===== src/fpu_pkg.sv =====
package fpu_pkg;

    localparam int NUM_THREADS   = 4;
    localparam int WARP_BITS     = 2;
    localparam int RD_BITS       = 5;
    localparam int FIFO_DEPTH    = 4;
    localparam int FIFO_PTR_BITS = $clog2(FIFO_DEPTH);
    localparam int FIFO_CNT_BITS = FIFO_PTR_BITS + 1;

    localparam logic [31:0] CANON_NAN = 32'h7FC0_0000;

    // Sub-op codes carried in the frm field
    localparam logic [2:0] SEL_PLAIN = 3'd0;
    localparam logic [2:0] SEL_NEG   = 3'd1;
    localparam logic [2:0] SEL_XOR   = 3'd2;
    localparam logic [2:0] SEL_MIN   = 3'd0;
    localparam logic [2:0] SEL_MAX   = 3'd1;
    localparam logic [2:0] SEL_FLE   = 3'd0;
    localparam logic [2:0] SEL_FLT   = 3'd1;
    localparam logic [2:0] SEL_FEQ   = 3'd2;

    typedef enum logic [3:0] {
        SGNJ  = 4'd0,
        SGNJN = 4'd1,
        SGNJX = 4'd2,
        MIN   = 4'd3,
        MAX   = 4'd4,
        CMP   = 4'd5,
        CLASS = 4'd6,
        MVXW  = 4'd7,
        MVWX  = 4'd8
    } fpu_op_e;

    typedef enum logic [2:0] {
        OP_SGNJ   = 3'd0,
        OP_MINMAX = 3'd1,
        OP_CMP    = 3'd2,
        OP_CLASS  = 3'd3,
        OP_MOVE   = 3'd4
    } core_op_e;

    typedef enum logic [2:0] {
        RNE = 3'd0,
        RTZ = 3'd1,
        RDN = 3'd2,
        RUP = 3'd3,
        RMM = 3'd4
    } frm_e;

    typedef union packed {
        frm_e       rm;   // Rounding mode view
        logic [2:0] code; // Sub-op selector view
    } frm_sel_u;

    typedef logic [NUM_THREADS-1:0][31:0] lane_data_t;

    typedef struct packed {
        fpu_op_e              op;
        frm_sel_u             frm;
        logic [NUM_THREADS-1:0] tmask;
        lane_data_t           rs1_data;
        lane_data_t           rs2_data;
        logic [RD_BITS-1:0]   rd;
        logic                 wb;
        logic [WARP_BITS-1:0] warp_num;
    } fpu_req_t;

    typedef struct packed {
        core_op_e             core_op;
        logic                 op_mod;
        frm_sel_u             sel;
        lane_data_t           rs1_data;
        lane_data_t           rs2_data;
        logic [NUM_THREADS-1:0] tmask;
        logic [RD_BITS-1:0]   rd;
        logic                 wb;
        logic [WARP_BITS-1:0] warp_num;
    } fpu_exec_t;

    typedef struct packed {
        logic [NUM_THREADS-1:0] tmask;
        lane_data_t           data;
        logic [NUM_THREADS-1:0] nv;
        logic [RD_BITS-1:0]   rd;
        logic                 wb;
        logic [WARP_BITS-1:0] warp_num;
    } fpu_rsp_t;

    typedef struct packed {
        logic nv;
        logic dz;
        logic of;
        logic uf;
        logic nx;
    } fflags_t;

    typedef struct packed {
        logic [WARP_BITS-1:0] warp_num;
        fflags_t              fflags;
    } fpu_csr_t;

endpackage


===== src/fpu_req_decode.sv =====
`timescale 1ns/1ps

module fpu_req_decode import fpu_pkg::*; (
    input  logic      clk_i,
    input  logic      arst_n_i,

    input  logic      req_valid_i,
    input  fpu_req_t  req_i,
    output logic      req_ready_o,

    output logic      exe_valid_o,
    output fpu_exec_t exe_o,
    input  logic      exe_ready_i
);

    fpu_exec_t exe_d;
    fpu_exec_t exe_q;
    logic      valid_q;

    assign req_ready_o = !valid_q || exe_ready_i;
    assign exe_valid_o = valid_q;
    assign exe_o       = exe_q;

    always_comb begin
        exe_d.core_op  = OP_SGNJ;
        exe_d.op_mod   = 1'b0;
        exe_d.sel      = req_i.frm;
        exe_d.rs1_data = req_i.rs1_data;
        exe_d.rs2_data = req_i.rs2_data;
        exe_d.tmask    = req_i.tmask;
        exe_d.rd       = req_i.rd;
        exe_d.wb       = req_i.wb;
        exe_d.warp_num = req_i.warp_num;
        case (req_i.op)
            SGNJ:  exe_d.sel.code = SEL_PLAIN;
            SGNJN: exe_d.sel.code = SEL_NEG;
            SGNJX: exe_d.sel.code = SEL_XOR;
            MIN: begin
                exe_d.core_op  = OP_MINMAX;
                exe_d.sel.code = SEL_MIN;
            end
            MAX: begin
                exe_d.core_op  = OP_MINMAX;
                exe_d.sel.code = SEL_MAX;
            end
            CMP:   exe_d.core_op = OP_CMP; // frm selects FLE/FLT/FEQ
            CLASS: exe_d.core_op = OP_CLASS;
            MVXW: begin
                exe_d.core_op = OP_MOVE;
                exe_d.sel.rm  = RUP;
            end
            MVWX: begin
                exe_d.core_op = OP_MOVE;
                exe_d.op_mod  = 1'b1; // Int to float direction
                exe_d.sel.rm  = RUP;
            end
            default: ;
        endcase
    end

    always_ff @(posedge clk_i or negedge arst_n_i) begin
        if (!arst_n_i) begin
            valid_q <= 1'b0;
        end else if (req_ready_o) begin
            valid_q <= req_valid_i;
        end
    end

    always_ff @(posedge clk_i) begin
        if (req_valid_i && req_ready_o) begin
            exe_q <= exe_d;
        end
    end

    a_legal_op: assert property (@(posedge clk_i) disable iff (!arst_n_i)
        req_valid_i |-> req_i.op inside {SGNJ, SGNJN, SGNJX, MIN, MAX, CMP, CLASS, MVXW, MVWX});

endmodule


===== src/fpu_noncomp.sv =====
`timescale 1ns/1ps

module fpu_noncomp import fpu_pkg::*; (
    input  logic      clk_i,
    input  logic      arst_n_i,

    input  logic      exe_valid_i,
    input  fpu_exec_t exe_i,
    output logic      exe_ready_o,

    output logic      rsp_valid_o,
    output fpu_rsp_t  rsp_o,
    input  logic      rsp_ready_i
);

    typedef struct packed {
        logic [31:0] data;
        logic        nv;
    } lane_res_t;

    function automatic logic is_nan(logic [31:0] x);
        return (&x[30:23]) && (|x[22:0]);
    endfunction

    function automatic logic is_snan(logic [31:0] x);
        return is_nan(x) && !x[22];
    endfunction

    // Total order on non-NaN values, -0 below +0
    function automatic logic f_less(logic [31:0] a, logic [31:0] b);
        if (a[31] != b[31])
            return a[31];
        else if (a[31])
            return a[30:0] > b[30:0];
        else
            return a[30:0] < b[30:0];
    endfunction

    function automatic logic [9:0] classify(logic [31:0] x);
        logic exp_max;
        logic exp_zero;
        logic man_zero;
        exp_max  = &x[30:23];
        exp_zero = ~|x[30:23];
        man_zero = ~|x[22:0];
        if (exp_max && !man_zero)
            return x[22] ? 10'h200 : 10'h100; // Quiet / signaling NaN
        else if (exp_max)
            return x[31] ? 10'h001 : 10'h080;
        else if (exp_zero && man_zero)
            return x[31] ? 10'h008 : 10'h010;
        else if (exp_zero)
            return x[31] ? 10'h004 : 10'h020; // Subnormal
        else
            return x[31] ? 10'h002 : 10'h040;
    endfunction

    function automatic lane_res_t lane_exec(core_op_e op, frm_sel_u sel,
                                            logic [31:0] a, logic [31:0] b);
        logic      any_nan;
        logic      any_snan;
        logic      both_zero;
        logic      lt;
        logic      eq;
        lane_res_t r;
        any_nan   = is_nan(a) | is_nan(b);
        any_snan  = is_snan(a) | is_snan(b);
        both_zero = ~|{a[30:0], b[30:0]};
        lt        = f_less(a, b) && !both_zero;
        eq        = (a == b) || both_zero;
        r         = '0;
        case (op)
            OP_SGNJ: begin
                case (sel.code)
                    SEL_NEG: r.data = {~b[31], a[30:0]};
                    SEL_XOR: r.data = {a[31] ^ b[31], a[30:0]};
                    default: r.data = {b[31], a[30:0]};
                endcase
            end
            OP_MINMAX: begin
                r.nv = any_snan;
                if (is_nan(a) && is_nan(b))
                    r.data = CANON_NAN;
                else if (is_nan(a))
                    r.data = b;
                else if (is_nan(b))
                    r.data = a;
                else
                    r.data = ((sel.code == SEL_MAX) ^ f_less(a, b)) ? a : b;
            end
            OP_CMP: begin
                case (sel.code)
                    SEL_FEQ: begin
                        r.data = {31'b0, eq && !any_nan};
                        r.nv   = any_snan; // Quiet compare
                    end
                    SEL_FLT: begin
                        r.data = {31'b0, lt && !any_nan};
                        r.nv   = any_nan;
                    end
                    SEL_FLE: begin
                        r.data = {31'b0, (lt || eq) && !any_nan};
                        r.nv   = any_nan;
                    end
                    default: ;
                endcase
            end
            OP_CLASS: r.data = {22'b0, classify(a)};
            default:  r.data = a; // Moves, no NV in either direction
        endcase
        return r;
    endfunction

    fpu_rsp_t rsp_d;
    fpu_rsp_t rsp_q;
    logic     valid_q;

    assign exe_ready_o = !valid_q || rsp_ready_i;
    assign rsp_valid_o = valid_q;
    assign rsp_o       = rsp_q;

    always_comb begin
        lane_res_t res;
        rsp_d.tmask    = exe_i.tmask;
        rsp_d.rd       = exe_i.rd;
        rsp_d.wb       = exe_i.wb;
        rsp_d.warp_num = exe_i.warp_num;
        for (int i = 0; i < NUM_THREADS; i++) begin
            res = lane_exec(exe_i.core_op, exe_i.sel, exe_i.rs1_data[i], exe_i.rs2_data[i]);
            rsp_d.data[i] = exe_i.tmask[i] ? res.data : 32'b0;
            rsp_d.nv[i]   = exe_i.tmask[i] & res.nv;
        end
    end

    always_ff @(posedge clk_i or negedge arst_n_i) begin
        if (!arst_n_i) begin
            valid_q <= 1'b0;
        end else if (exe_ready_o) begin
            valid_q <= exe_valid_i;
        end
    end

    always_ff @(posedge clk_i) begin
        if (exe_valid_i && exe_ready_o) begin
            rsp_q <= rsp_d;
        end
    end

endmodule


===== src/fpu_result_fifo.sv =====
`timescale 1ns/1ps

module fpu_result_fifo import fpu_pkg::*; (
    input  logic     clk_i,
    input  logic     arst_n_i,

    input  logic     push_valid_i,
    input  fpu_rsp_t push_i,
    output logic     push_ready_o,

    output logic     pop_valid_o,
    output fpu_rsp_t pop_o,
    input  logic     pop_ready_i
);

    fpu_rsp_t                 mem [FIFO_DEPTH];
    logic [FIFO_PTR_BITS-1:0] wr_ptr;
    logic [FIFO_PTR_BITS-1:0] rd_ptr;
    logic [FIFO_CNT_BITS-1:0] count;
    logic                     push;
    logic                     pop;

    assign push_ready_o = count != FIFO_CNT_BITS'(FIFO_DEPTH);
    assign pop_valid_o  = count != '0;
    assign pop_o        = mem[rd_ptr];

    assign push = push_valid_i && push_ready_o;
    assign pop  = pop_valid_o && pop_ready_i;

    always_ff @(posedge clk_i or negedge arst_n_i) begin
        if (!arst_n_i) begin
            wr_ptr <= '0;
            rd_ptr <= '0;
            count  <= '0;
        end else begin
            if (push)
                wr_ptr <= wr_ptr + 1'b1; // Wraps, depth is a power of two
            if (pop)
                rd_ptr <= rd_ptr + 1'b1;
            case ({push, pop})
                2'b10:   count <= count + 1'b1;
                2'b01:   count <= count - 1'b1;
                default: ;
            endcase
        end
    end

    always_ff @(posedge clk_i) begin
        if (push) begin
            mem[wr_ptr] <= push_i;
        end
    end

    // Pointers meet only when empty or full
    a_no_overflow: assert property (@(posedge clk_i) disable iff (!arst_n_i)
        push |-> wr_ptr != rd_ptr || count == '0);

    a_no_underflow: assert property (@(posedge clk_i) disable iff (!arst_n_i)
        pop |-> wr_ptr != rd_ptr || count == FIFO_CNT_BITS'(FIFO_DEPTH));

endmodule


===== src/fpu_commit.sv =====
`timescale 1ns/1ps

module fpu_commit import fpu_pkg::*; (
    input  logic     clk_i,
    input  logic     arst_n_i,

    input  logic     rsp_valid_i,
    input  fpu_rsp_t rsp_i,
    output logic     rsp_ready_o,

    output logic     commit_valid_o,
    output fpu_rsp_t commit_o,
    input  logic     commit_ready_i,

    output logic     csr_valid_o,
    output fpu_csr_t csr_o
);

    fpu_rsp_t rsp_q;
    logic     valid_q;

    assign rsp_ready_o    = !valid_q || commit_ready_i;
    assign commit_valid_o = valid_q;
    assign commit_o       = rsp_q;

    // Flag strobe rides on the commit transfer
    assign csr_valid_o     = valid_q && commit_ready_i;
    assign csr_o.warp_num  = rsp_q.warp_num;
    assign csr_o.fflags.nv = |(rsp_q.nv & rsp_q.tmask);
    assign csr_o.fflags.dz = 1'b0;
    assign csr_o.fflags.of = 1'b0;
    assign csr_o.fflags.uf = 1'b0;
    assign csr_o.fflags.nx = 1'b0;

    always_ff @(posedge clk_i or negedge arst_n_i) begin
        if (!arst_n_i) begin
            valid_q <= 1'b0;
        end else if (rsp_ready_o) begin
            valid_q <= rsp_valid_i;
        end
    end

    always_ff @(posedge clk_i) begin
        if (rsp_valid_i && rsp_ready_o) begin
            rsp_q <= rsp_i;
        end
    end

    a_hold_stalled: assert property (@(posedge clk_i) disable iff (!arst_n_i)
        commit_valid_o && !commit_ready_i |=> commit_valid_o && $stable(commit_o));

endmodule


===== src/fpu_unit.sv =====
`timescale 1ns/1ps

module fpu_unit import fpu_pkg::*; (
    input  logic     clk_i,
    input  logic     arst_n_i,

    input  logic     req_valid_i,
    input  fpu_req_t req_i,
    output logic     req_ready_o,

    output logic     commit_valid_o,
    output fpu_rsp_t commit_o,
    input  logic     commit_ready_i,

    output logic     csr_valid_o,
    output fpu_csr_t csr_o
);

    logic      exe_valid;
    fpu_exec_t exe;
    logic      exe_ready;
    logic      rsp_valid;
    fpu_rsp_t  rsp;
    logic      rsp_ready;
    logic      buf_valid;
    fpu_rsp_t  buf_rsp;
    logic      buf_ready;

    fpu_req_decode u_decode (
        .clk_i       (clk_i),
        .arst_n_i    (arst_n_i),
        .req_valid_i (req_valid_i),
        .req_i       (req_i),
        .req_ready_o (req_ready_o),
        .exe_valid_o (exe_valid),
        .exe_o       (exe),
        .exe_ready_i (exe_ready)
    );

    fpu_noncomp u_noncomp (
        .clk_i       (clk_i),
        .arst_n_i    (arst_n_i),
        .exe_valid_i (exe_valid),
        .exe_i       (exe),
        .exe_ready_o (exe_ready),
        .rsp_valid_o (rsp_valid),
        .rsp_o       (rsp),
        .rsp_ready_i (rsp_ready)
    );

    fpu_result_fifo u_fifo (
        .clk_i        (clk_i),
        .arst_n_i     (arst_n_i),
        .push_valid_i (rsp_valid),
        .push_i       (rsp),
        .push_ready_o (rsp_ready),
        .pop_valid_o  (buf_valid),
        .pop_o        (buf_rsp),
        .pop_ready_i  (buf_ready)
    );

    fpu_commit u_commit (
        .clk_i          (clk_i),
        .arst_n_i       (arst_n_i),
        .rsp_valid_i    (buf_valid),
        .rsp_i          (buf_rsp),
        .rsp_ready_o    (buf_ready),
        .commit_valid_o (commit_valid_o),
        .commit_o       (commit_o),
        .commit_ready_i (commit_ready_i),
        .csr_valid_o    (csr_valid_o),
        .csr_o          (csr_o)
    );

endmodule


===== config.mk =====
export PLATFORM = sky130hd
export DESIGN_NAME = fpu_unit
export DESIGN_NICKNAME = d
export VERILOG_FILES = /design/src/fpu_pkg.sv /design/src/fpu_req_decode.sv /design/src/fpu_noncomp.sv /design/src/fpu_result_fifo.sv /design/src/fpu_commit.sv /design/src/fpu_unit.sv
export SDC_FILE = /design/constraint.sdc
export NUM_CORES = 1
export LEC_CHECK = 0
export ABC_AREA = 1
export ABC_CLOCK_PERIOD_IN_PS = 13200
export BUFFER_PORTS_ARGS = -buffer_cell sky130_fd_sc_hd__buf_2
export CAP_MARGIN = 40
export CORE_MARGIN = 1.5
export CORE_UTILIZATION = 38
export DETAILED_ROUTE_END_ITERATION = 8
export GPL_TIMING_DRIVEN = 0
export SYNTH_ARGS = -nofsm -noshare
export SYNTH_HDL_FRONTEND = slang
export SYNTH_SLANG_ARGS = --single-unit
export TNS_END_PERCENT = 100

===== constraint.sdc =====
create_clock -name clk_i -period 13.2 [get_ports clk_i]
set_clock_uncertainty 0.2 [all_clocks]
set_input_delay 1.32 -clock clk_i [delete_from_list [all_inputs] [get_ports clk_i]]
set_output_delay 1.32 -clock clk_i [all_outputs]
set_load 0.03 [all_outputs]

== Word level (Yosys, flattened, before mapping) ==
Memory sizes are Yosys's and may differ from the RTL's. A register that Yosys moved wholly into a read port is not among the register bits.
Index checks and enable logic that the tools add are counted.

* $add $sub $neg: 4
* $mul: 0
* Divide/modulo/power cells: 0
* Magnitude comparators: 8
* Equality and inequality tests: 24
* Shifts and indexed selects: 0
* Muxes and demuxes: 97
* Bitwise gates (word level): 25
* Reduce and logical (&&, ||, !) cells: 117

{| class="wikitable"
|+ Operators with widths
! kind !! number
|-
| 2-to-1 mux 32 bit || 16
|-
| one-hot mux 32 bit (4 select lines) || 4
|-
| one-hot mux 32 bit (2 select lines) || 4
|-
| OR reduction 62 bit || 4
|-
| 2-to-1 mux 10 bit || 20
|-
| OR reduction 23 bit || 8
|-
| equality test 32 bit || 4
|-
| greater-than comparator 31 bit || 4
|-
| less-than comparator 31 bit || 4
|-
| AND reduction 8 bit || 8
|-
| logical AND 1 bit || 45
|-
| 2-to-1 mux 8 bit || 4
|-
| OR reduction 8 bit || 4
|-
| 2-to-1 mux 7 bit || 4
|-
| logical NOT 1 bit || 27
|-
| 2-to-1 mux 1 bit || 26
|-
| 2-to-1 mux 6 bit || 4
|-
| one-hot mux 2 bit (3 select lines) || 4
|-
| one-hot mux 3 bit (4 select lines) || 2
|-
| 2-to-1 mux 5 bit || 4
|-
| equality test 4 x 3 -> 1 bit, second input constant || 4
|-
| logical OR 1 bit || 11
|-
| equality test 3 x 2 -> 1 bit, second input constant || 3
|-
| equality test 4 x 2 -> 1 bit, second input constant || 2
|-
| other kinds (23) || 55
|}

* Register bits: 428
* Latch bits: 0
* RAM bits: 576
* Memory bits (read-only): 0
* Input bits: 279
* Output and inout port bits: 154
* Word-level logic and storage cells: 305
* Memories: 1

{| class="wikitable"
|+ Memories
! memory !! depth !! bits a word !! rd ports !! clocked after Yosys merged registers in !! write ports !! line !! source
|-
| u_fifo.mem || 4 || 144 || 1 || 1 || 1 || fpu_result_fifo.sv:16 || <nowiki>fpu_rsp_t mem [FIFO_DEPTH];</nowiki>
|}

== Depth between registers and ports, before layout ==
Gate-level depths: netlist of run 1.

* Word-level depth: 13
* Depth in mapped cells: 22
* Depth with buffers taken out: 22

== Hierarchy ==
Synthesis of run 1 repeated with hierarchy kept, for this count alone.

* Cells, all modules: 4140
* Area, all modules: 49630.1 um^2

{| class="wikitable"
|+ By module, submodules not included
! module !! instances !! cells each !! area each (um^2) !! seq. area each (um^2)
|-
| fpu_result_fifo || 1 || 1738 || 23257.3 || 17471.8
|-
| fpu_noncomp || 1 || 1921 || 13462.9 || 4349.2
|-
| fpu_req_decode || 1 || 313 || 8450.6 || 8282.9
|-
| fpu_commit || 1 || 168 || 4459.3 || 4349.2
|}

== Worst setup path after synthesis of run 1 ==
No wires, ideal clock.

* Path kind: input to register
* Start: in commit_ready_i
* End: reg u_fifo.count[2]
* Arrival time: 10.212 ns
* Required time: 12.869 ns
* Setup slack: 2.658 ns
* Stages: 8
* Buffers on the path: 0
* Cells stage by stage: nor2_1 -> a21oi_1 -> ha_1 -> inv_1 -> fa_1 -> a21oi_1 -> o21ai_0 -> xor2_1

* Cells in the longest elaborated chain, start to end: 4

{| class="wikitable"
|+ Ends and longest elaborated chain
! item !! line !! source
|-
| start, declared || fpu_unit.sv:13 || <nowiki>input logic commit_ready_i,</nowiki>
|-
| logical OR 1 bit * || fpu_commit.sv:22 || <nowiki>assign rsp_ready_o = !valid_q || commit_ready_i;</nowiki>
|-
| logical AND 1 bit * || fpu_result_fifo.sv:28 || <nowiki>assign pop = pop_valid_o && pop_ready_i;</nowiki>
|-
| named net u_fifo.pop || fpu_result_fifo.sv:21 || <nowiki>logic pop;</nowiki>
|-
| equality test 2 x 1 -> 1 bit or equality test 2 bit (tied branches) || fpu_result_fifo.sv:40 || <nowiki>case ({push, pop})</nowiki>
|-
| one-hot mux 3 bit (2 select lines) or nonzero test 2 bit (tied branches) || n/a ||
|-
| end signal, assigned || fpu_result_fifo.sv:41 || <nowiki>2'b10: count <= count + 1'b1;</nowiki>
|-
| end signal, assigned || fpu_result_fifo.sv:42 || <nowiki>2'b01: count <= count - 1'b1;</nowiki>
|-
| end, declared || fpu_result_fifo.sv:19 || <nowiki>logic [FIFO_CNT_BITS-1:0] count;</nowiki>
|}

The timed path passes the listed nets; every way through them passes the cells marked *.
A chain may end at the register's enable or synchronous reset.

== Worst setup path after layout of run 1 ==
* Start: reg u_decode.exe_q (netlist bit u_decode.exe_o[273])
* End: reg u_noncomp.rsp_q (netlist bit u_noncomp.rsp_o[55]), data pin

* Cells in the longest elaborated chain, start to end: 2

{| class="wikitable"
|+ Ends and longest elaborated chain
! item !! line !! source
|-
| start, declared || fpu_req_decode.sv:17 || <nowiki>fpu_exec_t exe_q;</nowiki>
|-
| start signal, assigned || fpu_req_decode.sv:71 || <nowiki>exe_q <= exe_d;</nowiki>
|-
| equality test 3 x 2 -> 1 bit (tied with other cells) || n/a ||
|-
| one-hot mux 32 bit (4 select lines) * || fpu_noncomp.sv:72 || <nowiki>case (op)</nowiki>
|-
| end signal, assigned || fpu_noncomp.sv:145 || <nowiki>rsp_q <= rsp_d;</nowiki>
|-
| end, declared || fpu_noncomp.sv:115 || <nowiki>fpu_rsp_t rsp_q;</nowiki>
|}

Mark *: on every way between the ends. The rest lies on a longest branch, timed or not.

==> results of run 1 <==
==> metal layers <==
| metal | global-route usage, % | wire length (um) | vias up |
|---|---|---|---|
| li1 | - | - | 15058 |
| met1 | 31.4 | 63000 | 15684 |
| met2 | 34.3 | 66000 | 1379 |
| met3 | 4.17 | 11300 | 212 |
| met4 | 7.10 | 4020 | 10 |
| met5 | 0 | 53 | - |
==> power groups by stage <==
stage          combinational [mW]  clock, mW  sequential (mW)
4_1_cts                      3.73       3.47             5.81
6_report                     3.67       3.41             5.81
5_1_grt                      4.00       3.61             5.89
3_5_place_dp                 3.72          0             5.88
3_3_place_gp                 3.44          0             6.26
2_1_floorplan                1.65          0             6.41
==> synthesized netlist by cell type, types with 4 or more instances <==
library cell / instances
nand2_4: 11
buf_2: 16
o211ai_1: 11
dfrtp_1: 10
inv_1: 322
buf_6: 8
xor2_1: 6
buf_4: 12
and2_1: 4
nor2_1: 392
nand2_1: 506
nand3_2: 11
edfxtp_1: 1138
nor2_2: 10
o221ai_1: 5
nand3_1: 113
o21ai_0: 418
a21oi_2: 12
nor3_1: 33
ha_1: 129
o21ai_1: 28
nor4_1: 28
a211oi_1: 6
a21o_1: 6
clkbuf_1: 125
o22ai_1: 152
nand4_1: 62
buf_1: 6
a21oi_1: 179
nand2_2: 17
a221oi_1: 6
==> sequential cells by signal, indices dropped and copies added, names as in the netlist <==
signal and cells:
u_fifo.count 3, u_decode.exe_valid_o 1, u_noncomp.rsp_valid_o 1, u_commit.commit_o 144, u_fifo.mem 576, u_fifo.wr_ptr 2
u_decode.exe_o 274, u_noncomp.rsp_o 144, u_commit.commit_valid_o 1, u_fifo.rd_ptr 2
==> critical path, delay by kind of cell (launching register included) <==
family | cells | cell delay, ns
buf+inv | 6 | 1.88
simple gates | 3 | 1.00
flops | 1 | 0.44
compound gates | 1 | 0.18
==> logic make-up after synthesis <==
logic type,Yosys count,synth area share (%)
other cells,1,0.00781
buf+inv,500,4.23
simple gates,1208,11.1
fa+ha+maj,130,3.40
flops,1148,71.7
xor+xnor,9,0.164
compound gates,831,9.42
==> area by class of cell <==
type	instances	share of cell area [%]
Clock inverter	82	1.53
Inverter	332	2.22
Timing Repair Buffer	486	5.56
Tap cell	1650	3.60
Sequential cell	1148	60.1
Clock buffer	140	5.41
Buffer	168	1.35
Multi-Input combinational cell	2182	20.3
Antenna cell	1	0.00437
==> metrics by stage <==
stage / area [um^2] / std cells / TNS (ns) / power [mW] / utilization, %
3_5_place_dp: 53300 / 5966 / 0 / 9.60 / 42.5
5_1_grt: 57300 / 6188 / 0 / 13.5 / 45.7
2_1_floorplan: 48000 / 3830 / 0 / 8.05 / -
3_3_place_gp: 52200 / 5908 / -206.13 / 9.70 / 41.6
6_report: 57300 / 6189 / 0 / 12.9 / 45.7
4_1_cts: 57300 / 6188 / 0 / 13.0 / 45.7
==> layout by cell type (no fill, tap or decap), drive strengths merged, types with 63 or more instances in the layout <==
master  count
o21ai     448
buf       529
edfxtp   1138
ha        129
nor2      405
inv       338
nand3     126
a21oi     191
clkbuf    265
nand2     535
o22ai     152
nand4      63
==> worst max-delay path by stage <==
stage,to,depth (start not counted),startpoint
floorplan,u_fifo.count[2],8,commit_ready_i
global placement,u_fifo.count[2],9,commit_ready_i
detailed placement,u_commit.commit_o[78],8,u_fifo.rd_ptr[0]
CTS,u_commit.commit_o[78],8,u_fifo.rd_ptr[0]
global route,u_commit.commit_o[78],8,u_fifo.rd_ptr[0]
finish,u_noncomp.rsp_o[55],10,u_decode.exe_o[273]
==> impl_metrics.ini, run 1 <==
[global_routing]
grt_pass1_vias = 30844
grt_max_degree = 111
grt_first_pass_wirelength_um = 206000
gr-total-overflow = 0
grt_util_all_layers_pct = 22.1
grt_antenna_before_repair = 19

[route]
wire_per_inst_um = 23.3
routed_wl_um = 144000
firstDrtPassIters = 6
avgViaCountPerCell = 5.23
drt_iter0_drc = 3235
ant_nets = 0
drc_errors = 0
dr_total_vias = 32343

[final_layout]
area.growth.synth_to_final_pct = 19.4
fill_cells = 11269
layout.area.seq_um2 = 34400
multi_input_area_um2 = 11600
drive_above_1_share_pct = 17.5
finalNetCount = 4848

[floorplanning]
rows = 130
coreArea_um2 = 125000
die_h_um = 358
die_width_um = 358
dieArea_um2 = 128000
initial_core_util_pct = 38.3
io_pins = 433

[sta]
tightest_slew_ns = 0.900
rsz0062_at_grt = no
worst_slack_ns = 9.36
period_minus_slack_ns = 3.84
fmax_mhz = 261
worst_slew_margin_rel_pct = 40.0
post-route-period-util_pct = 29.1
hold_viol_final = 0
setup-violations-final = 0
hold_slack_ns = 0.218
drv_slew = 0

[clocking]
insertion_delay_ns = 0.79
cts-hold-fix-buffers = 0
cts_tree = done
clk_pin_slew_ns = 0.06
htree_levels = 3
cts_resized = 0
numCtsBuffers = 121
cts_setup_buffers = 0
cts_buffer_depth = 3
clock_sinks = 1148
clockRootBuffer = clkbuf_16

[run_status]
outcome = complete, no violations

[placed_design]
port_buffers = 428
dpl.hpwl_um = 105000
gp_congestion = 0.883
dp_slack_ns = 9.29

[yosys]
yosys_most_used_dff = edfxtp_1
avgSynthCellArea_um2 = 12.5
synth_top_cell_by_area = edfxtp_1
synth_warnings = 0
synth.lib_cells_used.distinct = 55
synth_area_leaders = edfxtp_1, o21ai_0, nand2_1
ys_async_sr_fraction_pct = 0.871
synth_edf_count = 1138
synthesis.area_um2 = 48000
synth_seq_cells = 1148
syn_inst = 3827
ys_seq_area_share_pct = 71.7
synth_top_area_share_pct = 71.2

[critical_path]
required_ns = 13.63
crit_path_top_delay_cell = nor2_1
critPathMaxFanout = 10
worstPathCellList = nor2_1 > buf_6 > nor2_1 > buf_6 > inv_1 > clkbuf_1 > buf_8 > clkbuf_1 > nand2_1 > a21oi_2
cp_slowest_stage_delay_ns = 0.68
regToRegStartpoint = u_decode.exe_o[273]
worstSetupEndpointType = register
worstSetupPathType = register to register
ff2ff_path_depth = 10
start_kind = register
r2r-end = u_noncomp.rsp_o[55]
r2r_slack_ns = 9.36
arrival_ns = 4.26

[power]
power.share.clock_pct = 26.4
p_int_mw = 8.32
seqPwrFrac_pct = 45.1
switching_share_pct = 35.4
ir_worst_vdd_mv = 0.122
p_leak_nw = 21.6
powerDensity_nw_per_um2 = 225
p_sw_mw = 4.56
comb_power_share_pct = 28.5

[worst_hold_path]
hold_path_class = input pin to asynchronous set/reset pin

[job]
cap_violations = 0
Note: power is estimated with default switching activity, not from simulation.
==> inputs of run 2 (changes only) <==
--- a/config.mk
+++ b/config.mk
@@ -5,8 +5,8 @@
 export SDC_FILE = /design/constraint.sdc
 export NUM_CORES = 1
 export LEC_CHECK = 0
-export ABC_AREA = 1
-export ABC_CLOCK_PERIOD_IN_PS = 13200
+export ABC_AREA = 0
+export ABC_CLOCK_PERIOD_IN_PS = 3200
 export BUFFER_PORTS_ARGS = -buffer_cell sky130_fd_sc_hd__buf_2
 export CAP_MARGIN = 40
 export CORE_MARGIN = 1.5
==> constraint.sdc (replaced) <==
create_clock -name clk_i -period 3.2 [get_ports clk_i]
set_clock_uncertainty 0.2 [all_clocks]
set_input_delay 0.32 -clock clk_i [delete_from_list [all_inputs] [get_ports clk_i]]
set_output_delay 0.32 -clock clk_i [all_outputs]
set_load 0.03 [all_outputs]
==> run 2 against run 1 <==
  * Combinational power rose to 3.7 times the previous value
  * Worst setup slack got worse by 9.8 ns
  * The run now ends with setup timing left
  * Via count fell by 15%
  * Final area rose by 5.4%
  * Largest power group unchanged
  * Non-clock buffer count rose by 365
  * Highest routed layer is now met4
  * Sequential power rose to 4.0 times the previous value
  * Sequential share of layout area fell by 3.1 points
  * Fmax rose by 4.9%
  * Die area fell by 4.9%
  * Final cell count fell by 15%
  * Synthesized cell count fell by 34%
==> impl_metrics.ini, run 2 <==
[run_status]
outcome = finished with violations
violations = setup timing

[sta]
rsz0062_at_grt = yes
drv_slew = 0
fmax_mhz = 274
setup-violations-final = 126
period_minus_slack_ns = 3.66
worst_slew_margin_rel_pct = 27.8
tightest_slew_ns = 1.08
post-route-period-util_pct = 114
hold_slack_ns = 0.0649
hold_viol_final = 0
worst_slack_ns = -0.456

[route]
dr_total_vias = 27441
firstDrtPassIters = 6
ant_nets = 0
routed_wl_um = 128000
drt_iter0_drc = 2350
drc_errors = 0
avgViaCountPerCell = 5.21
wire_per_inst_um = 24.3

[critical_path]
r2r-end = u_noncomp.rsp_o[36]
r2r_slack_ns = -0.46
cp-startpoint = u_decode.exe_o[153]
worstSetupPathType = register to register
worstSetupEndpointType = register
regToRegStartpoint = u_decode.exe_o[153]
crit_end = u_noncomp.rsp_o[36]
critPathMaxFanout = 5
arrival_ns = 3.92
start_kind = register
ff2ff_path_depth = 12
required_ns = 3.47

[final_layout]
drive_above_1_share_pct = 33.2
final_cell_area_um2 = 60400
fin_util_pct = 51.0
regMostFlops = u_fifo.mem
area.growth.synth_to_final_pct = 32.4
largest_reg_flops = 576
layout_common_cells = edfxtp_1, buf_2, dlygate4sd3_1, mux4_2, buf_4
finalNetCount = 3975
final_common_cell = edfxtp_1

[global_routing]
grt_max_degree = 67
gr-total-overflow = 0
grt_antenna_before_repair = 11
grt_first_pass_wirelength_um = 183000
grt_pass1_vias = 27832
grt_util_all_layers_pct = 20.5

[job]
cap_violations = 0

[yosys]
yosys_most_used_dff = edfxtp_1
synth_top_cell_by_area = edfxtp_1
synth_top_area_share_pct = 74.9
synth_edf_count = 1138
ys_seq_area_share_pct = 75.4
synthTopCellsByCount = edfxtp_1, inv_1, mux4_2
avgSynthCellArea_um2 = 18.2
synth_seq_cells = 1148
syn_inst = 2513
synth_area_leaders = edfxtp_1, mux4_2, ha_1
synthesis.area_um2 = 45600
yosysMostFrequentCell = edfxtp_1
synth.lib_cells_used.distinct = 82
ys_async_sr_fraction_pct = 0.871
synth_warnings = 0

[clocking]
insertion_delay_ns = 0.72
cts_buffer_depth = 3
htree_levels = 3
cts_tree = done
clk_pin_slew_ns = 0.06
clock_sinks = 1148
clockRootBuffer = clkbuf_16
numCtsBuffers = 119

[placed_design]
dp_slack_ns = -0.804
port_buffers = 425
dpl_cell_area_um2 = 51100
dpl.hpwl_um = 87400
gp_congestion = 0.873

[floorplanning]
initial_core_util_pct = 38.5
die_width_um = 350
io_pins = 433
die_h_um = 350
rows = 126
coreArea_um2 = 119000
dieArea_um2 = 122000

[power]
seqPwrFrac_pct = 46.0
ir_worst_vdd_mv = 0.653
comb_power_share_pct = 26.8
total_power_mw = 50.9
powerDensity_nw_per_um2 = 842
p_leak_nw = 22.1
p_int_mw = 35.3
power.share.clock_pct = 27.2
switching_share_pct = 30.6
p_sw_mw = 15.6

[worst_hold_path]
hold_path_class = input pin to register
hold_path_depth = 3
-- run 2: cell count changes in the layout (fill, tap and decap cells not counted), moves of 73 or more --
cell / before / now
a21oi_1: 178 / 60
inv_1: 320 / 140
o21ai_0: 416 / 54
mux4_2: 0 / 144
clkbuf_1: 141 / 68
nand3_1: 113 / 27
o22ai_1: 152 / 10
nand2_1: 506 / 87
buf_4: 16 / 144
dlygate4sd3_1: 0 / 282
nor2_1: 388 / 59
-- run 2: repair_timing --
action	CTS	global route
setup buffers	102	50
endpoints found under the setup margin	129	128
cloned	3	5
pin swaps	83	89
resized for setup	161	110
hold endpoints to repair	295	0
hold buffers	282	0
-- run 2: cell families (layout without fill, tap and decap cells) --
logic type | Yosys count | in the layout | share of synthesized area, %
AO/OA/AOI/OAI | 391 | 391 | 6.11
flip-flops | 1148 | 1148 | 75.4
other | 1 | 10 | 0.00822
adder cells (fa/ha/maj) | 130 | 130 | 3.58
AND/OR/NAND/NOR | 423 | 424 | 4.85
XOR/XNOR | 16 | 16 | 0.307
multiplexers | 161 | 161 | 7.54
buffers and inverters | 243 | 1387 | 2.20
-- run 2: worst max-delay path, stage by stage, from the launching register on --
cell and delay [ns]:
edfxtp_1 0.48, ha_4 0.27, a21oi_1 0.21, nand2_1 0.13, a221oi_4 0.31, a21boi_4 0.11, o21ba_4 0.23, or4_4 0.49
o221ai_4 0.13, nor2_2 0.08, o21a_4 0.30, clkbuf_16 0.18, a22o_4 0.26
-- run 2: cell type report --
type / instances / area (um^2)
antenna: 6 / 15.0
fill: 9612 / 58100
sequential: 1148 / 34400
inverter: 152 / 571
clock inverter: 70 / 734
clock buffer: 146 / 3170
multi-input combinational: 1126 / 11500
timing repair buffer: 931 / 7500
buffer: 88 / 498
tap: 1600 / 2000
-- run 2: how the worst min path moves through the flow --
stage,startpoint,endpoint
finish,req_i[271],u_decode.exe_o[274]
global route,req_i[36],u_decode.exe_o[40]
CTS,req_i[271],u_decode.exe_o[274]
detailed placement,arst_n_i,u_decode.exe_valid_o
global placement,arst_n_i,u_fifo.count[1]
floorplan,arst_n_i,u_commit.commit_valid_o
-- run 2: metrics by stage --
stage          TNS [ns]  cells
3_3_place_gp   -1410.05   4541
3_5_place_dp     -72.64   4609
5_1_grt          -48.22   5263
6_report         -37.17   5267
4_1_cts          -26.12   5209
2_1_floorplan   -110.81   2516
-- run 2: metal layers --
layer	vias to the layer above	part of all wire (%)	global-route usage, %
met5	-	0	0
met4	0	3.7	7.22
met3	292	5.6	3.09
met2	1081	48	33.8
met1	13791	43	27.8
li1	12277	-	-
-- run 2: power groups by stage --
| stage | Sequential [mW] | Combinational, mW | Clock (mW) |
|---|---|---|---|
| 3_3_place_gp | 24.0 | 11.5 | 0 |
| 2_1_floorplan | 25.2 | 5.66 | 0 |
| 3_5_place_dp | 23.7 | 12.7 | 0 |
| 6_report | 23.4 | 13.6 | 13.8 |
| 4_1_cts | 23.4 | 13.6 | 14.1 |
| 5_1_grt | 23.7 | 14.6 | 14.7 |
